`src/hdl/awg_params.svh`:
```
// size macros shared by the waveform generator RTL and its testbench
`ifndef AWG_PARAMS_SVH
`define AWG_PARAMS_SVH

////////////////////////////////////////
// channel and buffer geometry
////////////////////////////////////////

// number of independent output channels
`define AWG_CHANNELS 2

// words held by each channel buffer
`define AWG_DEPTH 16

// bits per output word
`define AWG_SAMPLE_WIDTH 16

////////////////////////////////////////
// playback counters
////////////////////////////////////////

// bits of a frames-per-burst count
`define AWG_BURST_WIDTH 8

`endif
```
`src/hdl/awg_ctrl_pkg.sv`:
```
// state encodings for the load and playback state machines
package awg_ctrl_pkg;

  // idle takes config, accepting takes waveform words, blocking waits for playback
  typedef enum logic [1:0] {
    LOAD_IDLE,
    LOAD_ACCEPTING,
    LOAD_BLOCKING
  } load_state_t;

  // buffers are read out only while active
  typedef enum logic {
    PLAY_IDLE,
    PLAY_ACTIVE
  } play_state_t;

endpackage

```
`src/hdl/awg_data_pkg.sv`:
```
// vector types for the waveform data path and its configuration fields
`include "awg_params.svh"

package awg_data_pkg;

  // one buffer word as sent to the DAC
  typedef logic [`AWG_SAMPLE_WIDTH-1:0] sample_t;

  // address inside one channel buffer
  typedef logic [$clog2(`AWG_DEPTH)-1:0] addr_t;

  // requested frame depth, 1 up to the full buffer, so one bit wider than addr_t
  typedef logic [$clog2(`AWG_DEPTH):0] depth_t;

  // frames per burst, zero is played as a single frame
  typedef logic [`AWG_BURST_WIDTH-1:0] burst_t;

  // trigger mode per channel, value 0 disables the trigger
  typedef logic [1:0] trig_mode_t;
  localparam trig_mode_t TRIG_FIRST = 2'd1;
  localparam trig_mode_t TRIG_EVERY = 2'd2;

  // channel index used by the load write pointer
  typedef logic [$clog2(`AWG_CHANNELS)-1:0] chan_t;

endpackage

```
`src/hdl/awg_top.sv`:
```
// two-channel arbitrary waveform generator top level
`include "awg_params.svh"

module awg_top (
  input  logic                                           dac_clk,
  input  logic                                           dma_reset,
  input  logic                                           depth_valid,
  input  awg_data_pkg::depth_t     [`AWG_CHANNELS-1:0]   depth,
  input  logic                                           trig_valid,
  input  awg_data_pkg::trig_mode_t [`AWG_CHANNELS-1:0]   trig_mode,
  input  logic                                           burst_valid,
  input  awg_data_pkg::burst_t     [`AWG_CHANNELS-1:0]   burst,
  input  logic                                           load_valid,
  input  awg_data_pkg::sample_t                          load_data,
  input  logic                                           start,
  input  logic                                           stop,
  output logic                                           config_ready,
  output logic                                           load_ready,
  output awg_data_pkg::sample_t    [`AWG_CHANNELS-1:0]   sample_out,
  output logic                     [`AWG_CHANNELS-1:0]   trigger
);
  import awg_data_pkg::*;

  // registered config, already minus one
  addr_t      [`AWG_CHANNELS-1:0] addr_max;
  burst_t     [`AWG_CHANNELS-1:0] burst_max;
  trig_mode_t [`AWG_CHANNELS-1:0] trig_mode_cfg;
  logic                           play_active;
  logic                           load_done;
  logic                           play_done;
  // read side, aligned with the address cycle
  addr_t      [`AWG_CHANNELS-1:0] read_addr;
  logic       [`AWG_CHANNELS-1:0] chan_done;
  logic       [`AWG_CHANNELS-1:0] trig_early;

  awg_sequencer u_sequencer (
    .dac_clk, .dma_reset,
    .depth_valid, .depth,
    .trig_valid, .trig_mode_in(trig_mode),
    .burst_valid, .burst,
    .start, .stop, .load_done, .play_done,
    .config_ready, .load_ready, .play_active,
    .addr_max, .burst_max, .trig_mode(trig_mode_cfg)
  );

  awg_frame_counter u_frame_counter (
    .dac_clk, .dma_reset, .play_active,
    .addr_max, .burst_max, .trig_mode(trig_mode_cfg),
    .read_addr, .chan_done, .trig_early, .play_done
  );

  awg_wave_buffer u_wave_buffer (
    .dac_clk, .dma_reset,
    .load_ready, .load_valid, .load_data,
    .addr_max, .read_addr, .chan_done, .trig_early, .play_active,
    .load_done, .sample_out, .trigger
  );

endmodule

```
`src/hdl/awg_wave_buffer.sv`:
```
// channel sample memories with the load write pointer and the output read pipeline
`include "awg_params.svh"

module awg_wave_buffer (
  input  logic                                         dac_clk,
  input  logic                                         dma_reset,
  input  logic                                         load_ready,
  input  logic                                         load_valid,
  input  awg_data_pkg::sample_t                        load_data,
  input  awg_data_pkg::addr_t    [`AWG_CHANNELS-1:0]   addr_max,
  input  awg_data_pkg::addr_t    [`AWG_CHANNELS-1:0]   read_addr,
  input  logic                   [`AWG_CHANNELS-1:0]   chan_done,
  input  logic                   [`AWG_CHANNELS-1:0]   trig_early,
  input  logic                                         play_active,
  output logic                                         load_done,
  output awg_data_pkg::sample_t  [`AWG_CHANNELS-1:0]   sample_out,
  output logic                   [`AWG_CHANNELS-1:0]   trigger
);
  import awg_data_pkg::*;

  logic                              wr_en;
  sample_t                           wr_data;
  addr_t                             wr_addr;
  chan_t                             wr_chan;
  logic                              wr_full;
  logic                              wr_last;
  logic                              wr_go;
  sample_t                           mem [`AWG_CHANNELS][`AWG_DEPTH];
  sample_t     [`AWG_CHANNELS-1:0]   rd_q;
  sample_t     [`AWG_CHANNELS-1:0]   rd_q2;
  logic        [`AWG_CHANNELS-1:0]   zero_q;
  logic        [`AWG_CHANNELS-1:0]   zero_q2;
  logic        [`AWG_CHANNELS-1:0]   trig_q;
  logic        [`AWG_CHANNELS-1:0]   trig_q2;

  // last address of the last channel ends the load
  assign wr_last = (wr_addr == addr_max[wr_chan]) &&
                   (wr_chan == chan_t'(`AWG_CHANNELS - 1));
  assign wr_go   = load_ready && wr_en && !wr_full;

  ////////////////////////////////////////
  // load path
  ////////////////////////////////////////
  always_ff @(posedge dac_clk) begin
    wr_data <= load_data;
  end

  always_ff @(posedge dac_clk) begin
    if (dma_reset) begin
      wr_en <= 1'b0;
    end else begin
      wr_en <= load_valid & load_ready;
    end
  end

  // write pointer walks channel 0 then channel 1, each to its own depth
  always_ff @(posedge dac_clk) begin
    if (dma_reset) begin
      wr_addr   <= '0;
      wr_chan   <= '0;
      wr_full   <= 1'b0;
      load_done <= 1'b0;
    end else begin
      load_done <= 1'b0;
      if (!load_ready) begin
        // rearm for the next load
        wr_addr <= '0;
        wr_chan <= '0;
        wr_full <= 1'b0;
      end else if (wr_en && !wr_full) begin
        if (wr_addr == addr_max[wr_chan]) begin
          wr_addr <= '0;
          if (wr_last) begin
            wr_full   <= 1'b1;
            load_done <= 1'b1;
          end else begin
            wr_chan <= wr_chan + 1'b1;
          end
        end else begin
          wr_addr <= wr_addr + 1'b1;
        end
      end
    end
  end

  ////////////////////////////////////////
  // read path, all channels in parallel
  ////////////////////////////////////////
  always_ff @(posedge dac_clk) begin
    if (wr_go) begin
      mem[wr_chan][wr_addr] <= wr_data;
    end
    for (int ch = 0; ch < `AWG_CHANNELS; ch++) begin
      rd_q[ch] <= mem[ch][read_addr[ch]];
    end
    rd_q2 <= rd_q;
  end

  // zero select and trigger ride along with the data, 3 stages from the address
  always_ff @(posedge dac_clk) begin
    if (dma_reset) begin
      zero_q     <= '1;
      zero_q2    <= '1;
      trig_q     <= '0;
      trig_q2    <= '0;
      trigger    <= '0;
      sample_out <= '0;
    end else begin
      zero_q  <= chan_done | {`AWG_CHANNELS{~play_active}};
      zero_q2 <= zero_q;
      trig_q  <= trig_early;
      trig_q2 <= trig_q;
      trigger <= trig_q2;
      for (int ch = 0; ch < `AWG_CHANNELS; ch++) begin
        sample_out[ch] <= zero_q2[ch] ? '0 : rd_q2[ch];
      end
    end
  end

endmodule

```
`src/hdl/awg_frame_counter.sv`:
```
// per-channel read address and frame counting with done flags and early triggers
`include "awg_params.svh"

module awg_frame_counter (
  input  logic                                           dac_clk,
  input  logic                                           dma_reset,
  input  logic                                           play_active,
  input  awg_data_pkg::addr_t      [`AWG_CHANNELS-1:0]   addr_max,
  input  awg_data_pkg::burst_t     [`AWG_CHANNELS-1:0]   burst_max,
  input  awg_data_pkg::trig_mode_t [`AWG_CHANNELS-1:0]   trig_mode,
  output awg_data_pkg::addr_t      [`AWG_CHANNELS-1:0]   read_addr,
  output logic                     [`AWG_CHANNELS-1:0]   chan_done,
  output logic                     [`AWG_CHANNELS-1:0]   trig_early,
  output logic                                           play_done
);
  import awg_data_pkg::*;
  import awg_ctrl_pkg::*;

  play_state_t                       run_state;
  burst_t      [`AWG_CHANNELS-1:0]   frame_cnt;
  logic                              all_done;

  // local view of the playback state
  assign run_state = play_active ? PLAY_ACTIVE : PLAY_IDLE;
  assign all_done  = &chan_done;

  ////////////////////////////////////////
  // address and frame counters
  ////////////////////////////////////////
  always_ff @(posedge dac_clk) begin
    if (dma_reset) begin
      read_addr <= '0;
      frame_cnt <= '0;
      chan_done <= '0;
    end else begin
      case (run_state)
        // park at address 0 of frame 0 so the next start begins cleanly
        PLAY_IDLE: begin
          read_addr <= '0;
          frame_cnt <= '0;
          chan_done <= '0;
        end
        PLAY_ACTIVE: begin
          for (int ch = 0; ch < `AWG_CHANNELS; ch++) begin
            if (read_addr[ch] == addr_max[ch]) begin
              read_addr[ch] <= '0;
              // frame wrap, count up to the last frame of the burst
              if (frame_cnt[ch] == burst_max[ch]) begin
                frame_cnt[ch] <= '0;
                chan_done[ch] <= 1'b1;
              end else begin
                frame_cnt[ch] <= frame_cnt[ch] + 1'b1;
              end
            end else begin
              read_addr[ch] <= read_addr[ch] + 1'b1;
            end
          end
        end
        default: begin
          read_addr <= '0;
          frame_cnt <= '0;
          chan_done <= '0;
        end
      endcase
    end
  end

  // trigger in the same cycle as the address it marks
  always_comb begin
    for (int ch = 0; ch < `AWG_CHANNELS; ch++) begin
      trig_early[ch] = 1'b0;
      if ((run_state == PLAY_ACTIVE) && !chan_done[ch] && (read_addr[ch] == '0)) begin
        if (trig_mode[ch] == TRIG_EVERY) begin
          trig_early[ch] = 1'b1;
        end else if ((trig_mode[ch] == TRIG_FIRST) && (frame_cnt[ch] == '0)) begin
          trig_early[ch] = 1'b1;
        end
      end
    end
  end

  // single pulse once every channel has finished its burst
  always_ff @(posedge dac_clk) begin
    if (dma_reset) begin
      play_done <= 1'b0;
    end else begin
      play_done <= (run_state == PLAY_ACTIVE) && all_done && !play_done;
    end
  end

endmodule

```
`src/hdl/awg_sequencer.sv`:
```
// load and playback state machines with the registered channel configuration
`include "awg_params.svh"

module awg_sequencer (
  input  logic                                           dac_clk,
  input  logic                                           dma_reset,
  // config writes, one field per channel
  input  logic                                           depth_valid,
  input  awg_data_pkg::depth_t     [`AWG_CHANNELS-1:0]   depth,
  input  logic                                           trig_valid,
  input  awg_data_pkg::trig_mode_t [`AWG_CHANNELS-1:0]   trig_mode_in,
  input  logic                                           burst_valid,
  input  awg_data_pkg::burst_t     [`AWG_CHANNELS-1:0]   burst,
  // playback commands
  input  logic                                           start,
  input  logic                                           stop,
  // completion from the buffer and the frame counter
  input  logic                                           load_done,
  input  logic                                           play_done,
  output logic                                           config_ready,
  output logic                                           load_ready,
  output logic                                           play_active,
  output awg_data_pkg::addr_t      [`AWG_CHANNELS-1:0]   addr_max,
  output awg_data_pkg::burst_t     [`AWG_CHANNELS-1:0]   burst_max,
  output awg_data_pkg::trig_mode_t [`AWG_CHANNELS-1:0]   trig_mode
);
  import awg_data_pkg::*;
  import awg_ctrl_pkg::*;

  load_state_t load_state;
  play_state_t play_state;
  logic        start_ok;
  logic        stop_ok;

  // config only while idle, waveform words only while accepting
  assign config_ready = (load_state == LOAD_IDLE);
  assign load_ready   = (load_state == LOAD_ACCEPTING);
  assign play_active  = (play_state == PLAY_ACTIVE);

  // commands are ignored while the buffer is being written
  assign start_ok = start & ~load_ready;
  assign stop_ok  = stop & ~load_ready;

  ////////////////////////////////////////
  // load state machine
  ////////////////////////////////////////
  always_ff @(posedge dac_clk) begin
    if (dma_reset) begin
      load_state <= LOAD_IDLE;
    end else begin
      case (load_state)
        // a depth write opens the buffer for a new waveform
        LOAD_IDLE:      if (depth_valid) load_state <= LOAD_ACCEPTING;
        LOAD_ACCEPTING: if (load_done) load_state <= LOAD_BLOCKING;
        // hold off new config until the burst ends or is cut short
        LOAD_BLOCKING:  if (stop_ok || play_done) load_state <= LOAD_IDLE;
        default:        load_state <= LOAD_IDLE;
      endcase
    end
  end

  ////////////////////////////////////////
  // playback state machine
  ////////////////////////////////////////
  always_ff @(posedge dac_clk) begin
    if (dma_reset) begin
      play_state <= PLAY_IDLE;
    end else begin
      case (play_state)
        PLAY_IDLE:   if (start_ok) play_state <= PLAY_ACTIVE;
        PLAY_ACTIVE: if (stop_ok || play_done) play_state <= PLAY_IDLE;
        default:     play_state <= PLAY_IDLE;
      endcase
    end
  end

  // config registers keep limits minus one, counters compare against them directly
  always_ff @(posedge dac_clk) begin
    if (dma_reset) begin
      addr_max  <= '0;
      burst_max <= '0;
      trig_mode <= '0;
    end else if (config_ready) begin
      for (int ch = 0; ch < `AWG_CHANNELS; ch++) begin
        if (depth_valid) begin
          addr_max[ch] <= addr_t'(depth[ch] - 1'b1);
        end
        // a zero burst still plays one frame
        if (burst_valid) begin
          burst_max[ch] <= (burst[ch] == '0) ? '0 : burst[ch] - 1'b1;
        end
        if (trig_valid) begin
          trig_mode[ch] <= trig_mode_in[ch];
        end
      end
    end
  end

endmodule

```
`config.mk`:
```
export PLATFORM = sky130hd
export DESIGN_NAME = awg_top
export DESIGN_NICKNAME = d
export VERILOG_FILES = /design/src/hdl/awg_ctrl_pkg.sv /design/src/hdl/awg_data_pkg.sv /design/src/hdl/awg_top.sv /design/src/hdl/awg_wave_buffer.sv /design/src/hdl/awg_frame_counter.sv /design/src/hdl/awg_sequencer.sv
export VERILOG_INCLUDE_DIRS = /design/src /design/src/hdl
export SDC_FILE = /design/constraint.sdc
export NUM_CORES = 1
export LEC_CHECK = 0
export BUFFER_PORTS_ARGS = -buffer_cell sky130_fd_sc_hd__buf_4
export CAP_MARGIN = 20
export CORE_MARGIN = 2
export CORE_UTILIZATION = 45
export CTS_CLUSTER_DIAMETER = 50
export DETAILED_ROUTE_END_ITERATION = 10
export PLACE_DENSITY = 0.66
export SETUP_SLACK_MARGIN = 0.3
export SLEW_MARGIN = 20
export SYNTH_ARGS = -nofsm -noshare
export SYNTH_HDL_FRONTEND = slang
export SYNTH_SLANG_ARGS = --single-unit
export TNS_END_PERCENT = 50
```
`constraint.sdc`:
```
create_clock -name dac_clk -period 2.6 [get_ports dac_clk]
set_input_delay 0.52 -clock dac_clk [delete_from_list [all_inputs] [get_ports dac_clk]]
set_output_delay 0.52 -clock dac_clk [all_outputs]
set_load 0.1 [all_outputs]
```
==> results.md, run 1 <==
- Count of final setup violators: 0
- WP data required: ~2100 ps
- IO Port Bufs: between 80 and 90
- Switching pwr: just under 5 mW
- Via count: around 14000
- Worst min-delay path class: primary input to flop
- Status: finished clean
- Starting Density: 45.7%
- Critical path arrival: 1620 ps
- Worst setup EP type: output pin
- DRC violations left: 0
- Seq pwr share: 50.8%
- Synth Area in XOR/XNOR: ~1.7%
- Final ANT Viol Nets: 0
- Slowest-stage cell, CP: dfxtp_1
- Yosys top cell by area: edfxtp_1
- CP max FO: 7
- Critical path depth: 3
- Clock tree buffer depth: 3
- GPL Wtd Cong: just over 0.8
- Via-to-Cell Ratio: 5.41
- Dominant cell by count in the synthesized netlist: edfxtp_1
- Setup WS post-layout: between 400 and 500 ps
- Final Cell Area: around 31000 µm²
- Fin crit share: 82.3%
- Slew headroom: ~40%
- Clk_lat worst skew: 610 ps
- Total global-route track usage: a little under a fifth
- Hold Crit Depth: 2
- CP startpoint: u_sequencer.load_state[1]$_SDFFE_PP0P_
- Hpwl dp: between 30000 and 40000 µm
- Max-slew violation count: 0
- CTS clk-pin slew, worst paths: approximately 60 ps
- Final Hold Slack: 126 ps
- CP delay by family, top: buffers and inverters
- Synth area leaders: edfxtp_1 59%, dfxtp_1 15%, mux4_2 5.6%
- RSZ-0062 raised after global routing: no
- Worst reg2reg path depth: 6
- Area grow syn2layout: 17.9%
- Synth Warn #: 0
- Max-cap violation count: 0
- Post-placement setup slack: ~470 ps
- Largest family of logic cells by synthesized area: multiplexers
- Adder-cell share of the synthesized area: less than 1%
- Total Power: between 20 and 25 mW
- Commonest cells post-synth: 512 x edfxtp_1, 188 x dfxtp_1, 119 x mux2i_1
- Worst VDD drop: roughly 0.43 mV
- Peak Freq: between 400 and 500 MHz
- Post-Syn Instances: ~1600
- Critical path class: flop to output pin
- Crit-path cells: nand2b_2 > clkinvlp_4 > buf_4
- Syn_area_per_cell: about 16 µm²
- Routed WL: 53900 µm
- I/O pins: 90
- Worst-margin pin slew: ~900 ps
- Flops & latches, synth: 700
- Die area: 59500 µm²
- First-pass GRT wire length: 80900 µm
- Post-Synthesis Cell Area: between 20000 and 30000 µm²
- Simple-Gate Fraction of Synth Area: under 10%
- Total core area: between 50000 and 60000 µm²
- Row Count: 87
- Hold Fails Final Rpt: 0
- Compound-Gate Fraction of Synth Area: 5.43%
- FF-to-FF Start: u_sequencer.load_state[1]$_SDFFE_PP0P_
- Global route overflow: 0
- CP Launch Type: flop
- Final nets: 1822
- Dominant synthesized flop cell: edfxtp_1
- Clk root buf: clkbuf_16
- Yosys top cell area share: between 50% and 60%
- Fin util: a little over half
- Synthesized Nets: roughly 1600
- Vias in the first global route: between 10000 and 15000
- ANT cells: 0
- Ys async rst share: 0%
- Fin crit period: ~2100 ps
- Leak: around 10 nW
- Pint: approximately 19 mW
- CTS tree: built
- Synth unique cells: between 50 and 60
- 1st-iter DRT viols: about 1200
- Finished Layout Cells: around 2600
- Clock group share of total power: ~46%
- Wire per inst: 21.0 µm
- Inserted Clock Buffers: between 70 and 80
- TritonRoute pass-1 iters: 7
- Share of cells above drive strength 1: approximately 21%
- Sequential fraction of the synthesis area: 73.8%
- Die W: approximately 240 µm
- Hold path startpoint: depth[0]
- Initial antenna violation count: 0
- Sw frac: roughly a fifth
- Clock sinks: 700
- Post-synth EDFFs: 512
- CP peak stage delay: approximately 320 ps
- Largest net degree at the start of global routing: 36
- Pwr Density: about 800 nW/µm²
- Setup TNS: 0 ps
- Share of synthesized area spent on multiplexers: 10.9%
- Comb pwr share: under 10%
- Buf+Inv Stages, Crit Path: 2
- DP Area: 27800 µm²
- H-tree depth: 3
- Fin Clk Skew: 29.1 ps
- Placed Cells: roughly 2400
- Die Y: approximately 240 µm
==> layout make-up <==
cell class | instances | area [µm²]
Clock inverter | 28 | 285
Tap cell | 756 | 946
Fill cell | 4358 | 26200
Clock buffer | 114 | 2310
Multi-Input combinational cell | 765 | 6320
Inverter | 25 | 97.6
Sequential cell | 700 | 19100
Timing Repair Buffer | 182 | 1460
==> registers in the layout (all words and copies together) (netlist names), 4 cells and up <==
| register | cells |
|---|---|
| u_sequencer.addr_max | 8 |
| u_frame_counter.frame_cnt | 16 |
| u_wave_buffer.rd_q | 32 |
| u_frame_counter.read_addr | 8 |
| u_wave_buffer.wr_data | 16 |
| u_wave_buffer.rd_q2 | 32 |
| u_wave_buffer.mem | 512 |
| u_sequencer.burst_max | 16 |
| u_wave_buffer.wr_addr | 4 |
| u_wave_buffer.sample_out | 32 |
| u_sequencer.trig_mode | 4 |
==> placed cells by master (no fill, tap or decap), types with 12 or more instances in the layout <==
master	instances
buf_4	162
nand2_1	75
mux2i_1	119
dfxtp_1	185
xnor2_1	28
a21oi_1	26
mux4_2	64
nor3_1	14
ha_1	18
a221oi_1	48
nand3_1	19
a22oi_1	47
o21ai_0	42
o311ai_1	12
mux2_2	17
and2_1	41
dlygate4sd3_1	16
xor2_1	23
edfxtp_1	512
clkbuf_16	85
nor2_1	99
clkbuf_1	18
inv_1	23
==> power by group through the flow <==
stage / logic [mW] / clock network, mW / registers [mW]
2_1_floorplan: 0.472 / 0 / 12.4
3_3_place_gp: 0.825 / 0 / 12.4
3_5_place_dp: 0.852 / 0 / 12.4
4_1_cts: 0.876 / 11.1 / 12.1
5_1_grt: 0.945 / 11.6 / 12.1
6_report: 0.870 / 10.9 / 12.1
==> layer usage <==
metal  global-route usage [%]  part of all wire (%)  vias up
met1                     26.3                    46     7035
met4                     5.27                   1.6        0
met3                     3.88                   7.3       64
li1                         -                     -     6386
met2                     27.3                    45      409
met5                        0                     0        -
==> path summary, 6_finish.rpt <==
| path | to | slack, ps |
|---|---|---|
| worst max-delay path | load_ready | 460 |
| worst min-delay path | u_sequencer.addr_max[0]$_SDFFE_PP0P_ | 130 |
| worst max register to register | u_wave_buffer.mem[1][210]$_DFFE_PP_ | 570 |
| worst min register to register | u_wave_buffer.rd_q2[20]$_DFF_P_ | 320 |
==> cells by family after synthesis <==
group / after synthesis
and+or+nand+nor: 296
muxes: 200
DFF: 700
AOI/OAI and AO/OA: 200
buffers and inverters: 106
xor gates and xnor gates: 51
adders and majority gates: 18
==> worst reg2reg max path: stages, from the launching register on <==
cell and delay [ps]:
dfxtp_1 320, nand2b_2 260, clkinvlp_4 140, and2_1 190, nand2_1 290, nor2_1 230
buf_4 290
==> timing repair <==
action                                  CTS  global route
buffers inserted                          0             0
endpoints found under the setup margin    1             0
hold buffers                             16             0
resized for setup                         1             0
endpoints found under the hold margin    16             0
Note: power is estimated with default switching activity, not from simulation.
==> run 2: changes to the inputs <==
==> constraint.sdc (replaced) <==
create_clock -name dac_clk -period 2.1 [get_ports dac_clk]
set_input_delay 0.42 -clock dac_clk [delete_from_list [all_inputs] [get_ports dac_clk]]
set_output_delay 0.42 -clock dac_clk [all_outputs]
set_load 0.1 [all_outputs]
==> run 2 against run 1 <==
Net effect: global-route usage increased by 0.41 points; sequential cell count unchanged; sequential share of layout area decreased by 2.2 points.
==> results.md, run 2 (synthesized netlist as in run 1, its figures left out) <==
- Status: finished clean
- First-pass GRT wire length: between 80000 and 90000 µm
- Slew headroom: a little under two fifths
- CP peak stage delay: roughly 360 ps
- Most frequent cells in the layout: 512 x edfxtp_1, 177 x dfxtp_1, 145 x buf_4, 119 x mux2i_1, 84 x clkbuf_16
- Starting Density: 45.7%
- Register-to-register setup slack: approximately 300 ps
- Slowest-stage cell, CP: dfxtp_4
- Top reg by flops: u_wave_buffer.mem
- IO Port Bufs: slightly below 90
- Global route overflow: 0
- Critical path arrival: 1420 ps
- Fin crit share: slightly below 90%
- Via-to-Cell Ratio: approximately 5.4
- GPL Wtd Cong: about 0.8
- Fin util: around 56%
- CP Launch Type: flop
- Die Y: 244 µm
- Worst setup EP type: output pin
- Finished Layout Cells: between 2000 and 3000
- Placed Cells: between 2000 and 2500
- Fin crit period: 1840 ps
- Max FFs per register: 512
- Wire per inst: 21.2 µm
- Post-placement setup slack: 83.6 ps
- Routed WL: approximately 55000 µm
- Total core area: roughly 57000 µm²
- Setup TNS: 0 ps
- Total Power: 29.2 mW
- DP Area: ~29000 µm²
- DRC violations left: 0
- Fill count: roughly 4400
- Worst-margin pin slew: between 900 and 1000 ps
- CP max FO: 3
- Worst VDD drop: between 0.6 and 0.7 mV
- Clk root buf: clkbuf_16
- Initial antenna violation count: 0
- Critical path class: flop to output pin
- Final nets: about 1900
- CTS clk-pin slew, worst paths: approximately 50 ps
- 1st-iter DRT viols: between 1000 and 1500
- Die area: a little under 60000 µm²
- Final ANT Viol Nets: 0
- Fin Clk Skew: ~19 ps
- Hpwl dp: around 33000 µm
- Worst min-delay path class: primary input to flop
- Final Cell Area: between 30000 and 40000 µm²
- CTS tree: built
- Row Count: 87
- Clock sinks: 700
- Area grow syn2layout: 22.3%
- Max-slew violation count: 0
- Final Hold Slack: 46.3 ps
- H-tree depth: 3
- Leak: ~11 nW
- Largest net degree at the start of global routing: 35
- Pwr Density: 922 nW/µm²
- Share of cells above drive strength 1: roughly a quarter
- Via count: 14000
- Vias in the first global route: roughly 14000
- Total global-route track usage: 18.4%
- Max-cap violation count: 0
- Inserted Clock Buffers: between 70 and 80
- Die W: ~240 µm
- Crit-path cells: nand2b_4 > clkinvlp_4 > buf_12
- Hold Fails Final Rpt: 0
- Clock tree buffer depth: 3
- I/O pins: 90
- Peak Freq: between 500 and 600 MHz
- Setup WS post-layout: 265 ps
- RSZ-0062 raised after global routing: yes
- Commonest non-fill, non-tap cell in the layout: edfxtp_1
- Count of final setup violators: 0
- TritonRoute pass-1 iters: 5
- WP data required: between 1500 and 2000 ps
- Clk_lat worst skew: a little over 600 ps
==> run 2: cell count changes in the layout (fill, tap and decap cells not counted), moves of 4 or more <==
cell	previous run	this run
buf_12	4	39
nor2_4	0	34
nor2_1	99	67
buf_4	162	145
dfxtp_1	185	177
dfxtp_2	1	8
clkinv_2	9	3
nand2_1	75	69
a221oi_1	48	43
a221oi_2	0	5
buf_6	0	5
clkinvlp_4	3	7
nand2_8	0	4
==> run 2: worst max-delay path: cells and delay by family (launching register included) <==
kind	cells	cell delay [ps]
flip-flops	1	360
buffers and inverters	2	310
AND/OR/NAND/NOR	1	140
==> run 2: where the power goes <==
group	total [mW]	switching, mW	internal (mW)	leakage, nW
Combinational	1.19	0.688	0.506	3.14
Clock	13.0	5.31	7.73	1.21
Sequential	15.0	0.0742	14.9	6.16
Total	29.2	6.08	23.2	10.5
==> run 2: worst paths after layout <==
| path | startpoint | end | cells after the start |
|---|---|---|---|
| worst max register to register | u_frame_counter.read_addr[0]$_SDFF_PP0_ | u_wave_buffer.rd_q[1]$_DFF_P_ | 5 |
| worst min register to register | u_wave_buffer.rd_q[24]$_DFF_P_ | u_wave_buffer.rd_q2[24]$_DFF_P_ | 0 |
| worst max-delay path | u_sequencer.load_state[1]$_SDFFE_PP0P_ | load_ready | 3 |
| worst min-delay path | load_valid | u_wave_buffer.wr_en$_SDFF_PP0_ | 2 |
==> run 2: layout make-up <==
cell class | instances | area (µm²) | area share (%)
antenna | 1 | 2.50 | 0.00790
clock buffer | 111 | 2240 | 7.07
clock inverter | 29 | 264 | 0.833
inverter | 25 | 97.6 | 0.308
multi-input combinational | 765 | 6720 | 21.2
sequential | 700 | 19200 | 60.5
tap | 756 | 946 | 2.98
timing repair buffer | 214 | 2270 | 7.15
==> run 2: timing repair <==
item                       4_1_cts  5_1_grt
hold buffers                    18        0
gates cloned                     0        3
setup endpoints to repair      134      186
setup buffers                    4       10
pin swaps                        0        2
gates resized for setup          9       29
hold endpoints to repair        18        0
==> run 2: per-layer routing <==
metal | vias up | wire (µm) | GRT usage, %
li1 | 6474 | - | -
met1 | 7042 | 25600 | 27.4
met2 | 429 | 24900 | 28.0
met3 | 76 | 3530 | 3.36
met4 | 0 | 1010 | 5.00
met5 | - | 0 | 0
==> run 3: changes to the inputs <==
--- a/config.mk
+++ b/config.mk
@@ -9,10 +9,10 @@
 export BUFFER_PORTS_ARGS = -buffer_cell sky130_fd_sc_hd__buf_4
 export CAP_MARGIN = 20
 export CORE_MARGIN = 2
-export CORE_UTILIZATION = 45
+export CORE_UTILIZATION = 35
 export CTS_CLUSTER_DIAMETER = 50
 export DETAILED_ROUTE_END_ITERATION = 10
-export PLACE_DENSITY = 0.66
+export PLACE_DENSITY = 0.55
 export SETUP_SLACK_MARGIN = 0.3
 export SLEW_MARGIN = 20
 export SYNTH_ARGS = -nofsm -noshare
==> constraint.sdc (replaced) <==
create_clock -name dac_clk -period 2.1 [get_ports dac_clk]
set_input_delay 0.21 -clock dac_clk [delete_from_list [all_inputs] [get_ports dac_clk]]
set_output_delay 0.21 -clock dac_clk [all_outputs]
set_load 0.1 [all_outputs]
==> run 3 against run 2 <==
Net effect: highest routed layer unchanged; combinational power hardly changed; worst setup slack improved by 83 ps; hold slack got worse by 19 ps.
==> results.md, run 3 (synthesized netlist as in run 1, its figures left out) <==
- Clock tree buffer depth: 3
- CP peak stage delay: between 300 and 400 ps
- Clock sinks: 700
- Pint: between 20 and 25 mW
- Worst min-delay path class: primary input to flop
- Post-placement setup slack: 186 ps
- Total core area: approximately 73000 µm²
- Wire per inst: ~20 µm
- TritonRoute pass-1 iters: 7
- Worst-margin pin slew: approximately 660 ps
- Pwr Density: about 950 nW/µm²
- Critical path class: flop to output pin
- Commonest non-fill, non-tap cell in the layout: edfxtp_1
- GPL Wtd Cong: approximately 0.75
- Max-cap violation count: 0
- Worst setup EP type: output pin
- CTS clk-pin slew, worst paths: approximately 60 ps
- Count of final setup violators: 0
- Placed Cells: around 2600
- RSZ-0062 raised after global routing: yes
- Critical path arrival: approximately 1500 ps
- Via-to-Cell Ratio: 4.91
- Largest net degree at the start of global routing: 35
- Most frequent cells in the layout: 512 x edfxtp_1, 180 x dfxtp_1, 152 x buf_4, 119 x mux2i_1, 95 x clkbuf_16
- DRC violations left: 0
- Die area: approximately 76000 µm²
- Setup WS post-layout: 348 ps
- I/O pins: 90
- Fin crit share: 83.4%
- Seq pwr share: roughly 48%
- H-tree depth: 3
- Comb pwr share: roughly 3.9%
- Worst VDD drop: between 0.4 and 0.5 mV
- Slowest-stage cell, CP: dfxtp_2
- Crit-path cells: nand2b_4 > clkinvlp_4 > buf_4
- Starting Density: ~35%
- Top reg by flops: u_wave_buffer.mem
- IO Port Bufs: 87
- Row Count: roughly 100
- Final ANT Viol Nets: 0
- Inserted Clock Buffers: just under 90
- Die Y: around 280 µm
- CP max FO: 7
- Fin crit period: around 1800 ps
- Fill count: 6300
- Share of cells above drive strength 1: between 20% and 30%
- Setup TNS: 0 ps
- CP Launch Type: flop
- Max FFs per register: about 500
- Buf+Inv Stages, Crit Path: 2
- Hold Fails Final Rpt: 0
- Clock group share of total power: between 40% and 50%
- Hpwl dp: approximately 35000 µm
- Fin Clk Skew: 24.7 ps
- Final nets: around 1900
- Switching pwr: 6.55 mW
- Final Hold Slack: roughly 28 ps
- Total global-route track usage: 15.1%
- Sw frac: 21.1%
- CTS tree: built
- Initial antenna violation count: 0
- Die W: 276 µm
- First-pass GRT wire length: just under 90000 µm
- Via count: approximately 14000
- 1st-iter DRT viols: 973
- CP delay by family, top: flip-flops
- WP data required: between 1500 and 2000 ps
- Leak: 10.9 nW
- Area grow syn2layout: 26.2%
- Clk_lat worst skew: 620 ps
- Vias in the first global route: 14000
- Routed WL: 58300 µm
- Peak Freq: between 500 and 600 MHz
- Clk root buf: clkbuf_16
- Finished Layout Cells: 2857
- Max-slew violation count: 0
- Status: finished clean
- Slew headroom: between 50% and 60%
- Global route overflow: 0
## run 3: area by class of cell
cell class / count / area, µm² / share of cell area (%)
inverters: 25 / 97.6 / 0.298
diodes: 1 / 2.50 / 0.00765
clock buffers: 115 / 2490 / 7.61
repair buffers: 247 / 2600 / 7.94
well taps: 959 / 1200 / 3.67
flip-flops and latches: 700 / 19200 / 58.5
multi-input cells: 765 / 6720 / 20.5
clock inverters: 45 / 464 / 1.42
## run 3: worst paths after layout
path	startpoint	endpoint	slack [ps]	cells past startpoint
worst max-delay path	u_sequencer.load_state[1]$_SDFFE_PP0P_	load_ready	350	3
worst min register to register	u_wave_buffer.rd_q[8]$_DFF_P_	u_wave_buffer.rd_q2[8]$_DFF_P_	330	0
worst max register to register	u_frame_counter.read_addr[4]$_SDFF_PP0_	u_wave_buffer.rd_q[31]$_DFF_P_	350	4
worst min-delay path	burst[3]	u_sequencer.burst_max[3]$_SDFFE_PP0P_	30	4
## run 3: timing repair
action                                 CTS  global route
buffers inserted                         2            14
endpoints found under the hold margin   42             0
gates resized for setup                  3            15
pin swaps                                0             5
hold buffers                            45             0
setup endpoints to repair              146           170
cloned                                   0             3
## run 3: worst register-to-register path: cells and delay by family, from the launching register on
kind	cells	cell delay [ps]
buffers and inverters	1	250
AND/OR/NAND/NOR	1	100
multiplexers	1	650
flip-flops	1	440
AO/OA/AOI/OAI	1	190
## run 3: power groups by stage
stage | registers (mW) | logic, mW | clock network [mW]
6_report | 15.0 | 1.22 | 14.8
5_1_grt | 15.0 | 1.33 | 15.8
4_1_cts | 15.0 | 1.17 | 15.2
3_5_place_dp | 15.3 | 1.09 | 0
3_3_place_gp | 15.3 | 1.06 | 0
2_1_floorplan | 15.4 | 0.594 | 0
## run 3: per-layer routing
| metal | wire [µm] | vias to the layer above | GRT usage, % | share of wire (%) |
|---|---|---|---|---|
| met3 | 2660 | 62 | 2.61 | 4.6 |
| met4 | 945 | 0 | 4.44 | 1.6 |
| met5 | 0 | - | 0 | 0 |
| met1 | 28800 | 7050 | 22.2 | 49 |
| li1 | - | 6579 | - | - |
| met2 | 25900 | 333 | 22.8 | 44 |
## run 3: stage by stage
stage	utilization [%]	power (mW)	instance area, µm²
after global routing	44.8	32.1	32700
after floorplan	-	16.0	26300
after detailed placement	39.7	16.4	29000
final	44.8	31.1	32700
after CTS	44.4	31.4	32400
after global placement	39.7	16.4	29000
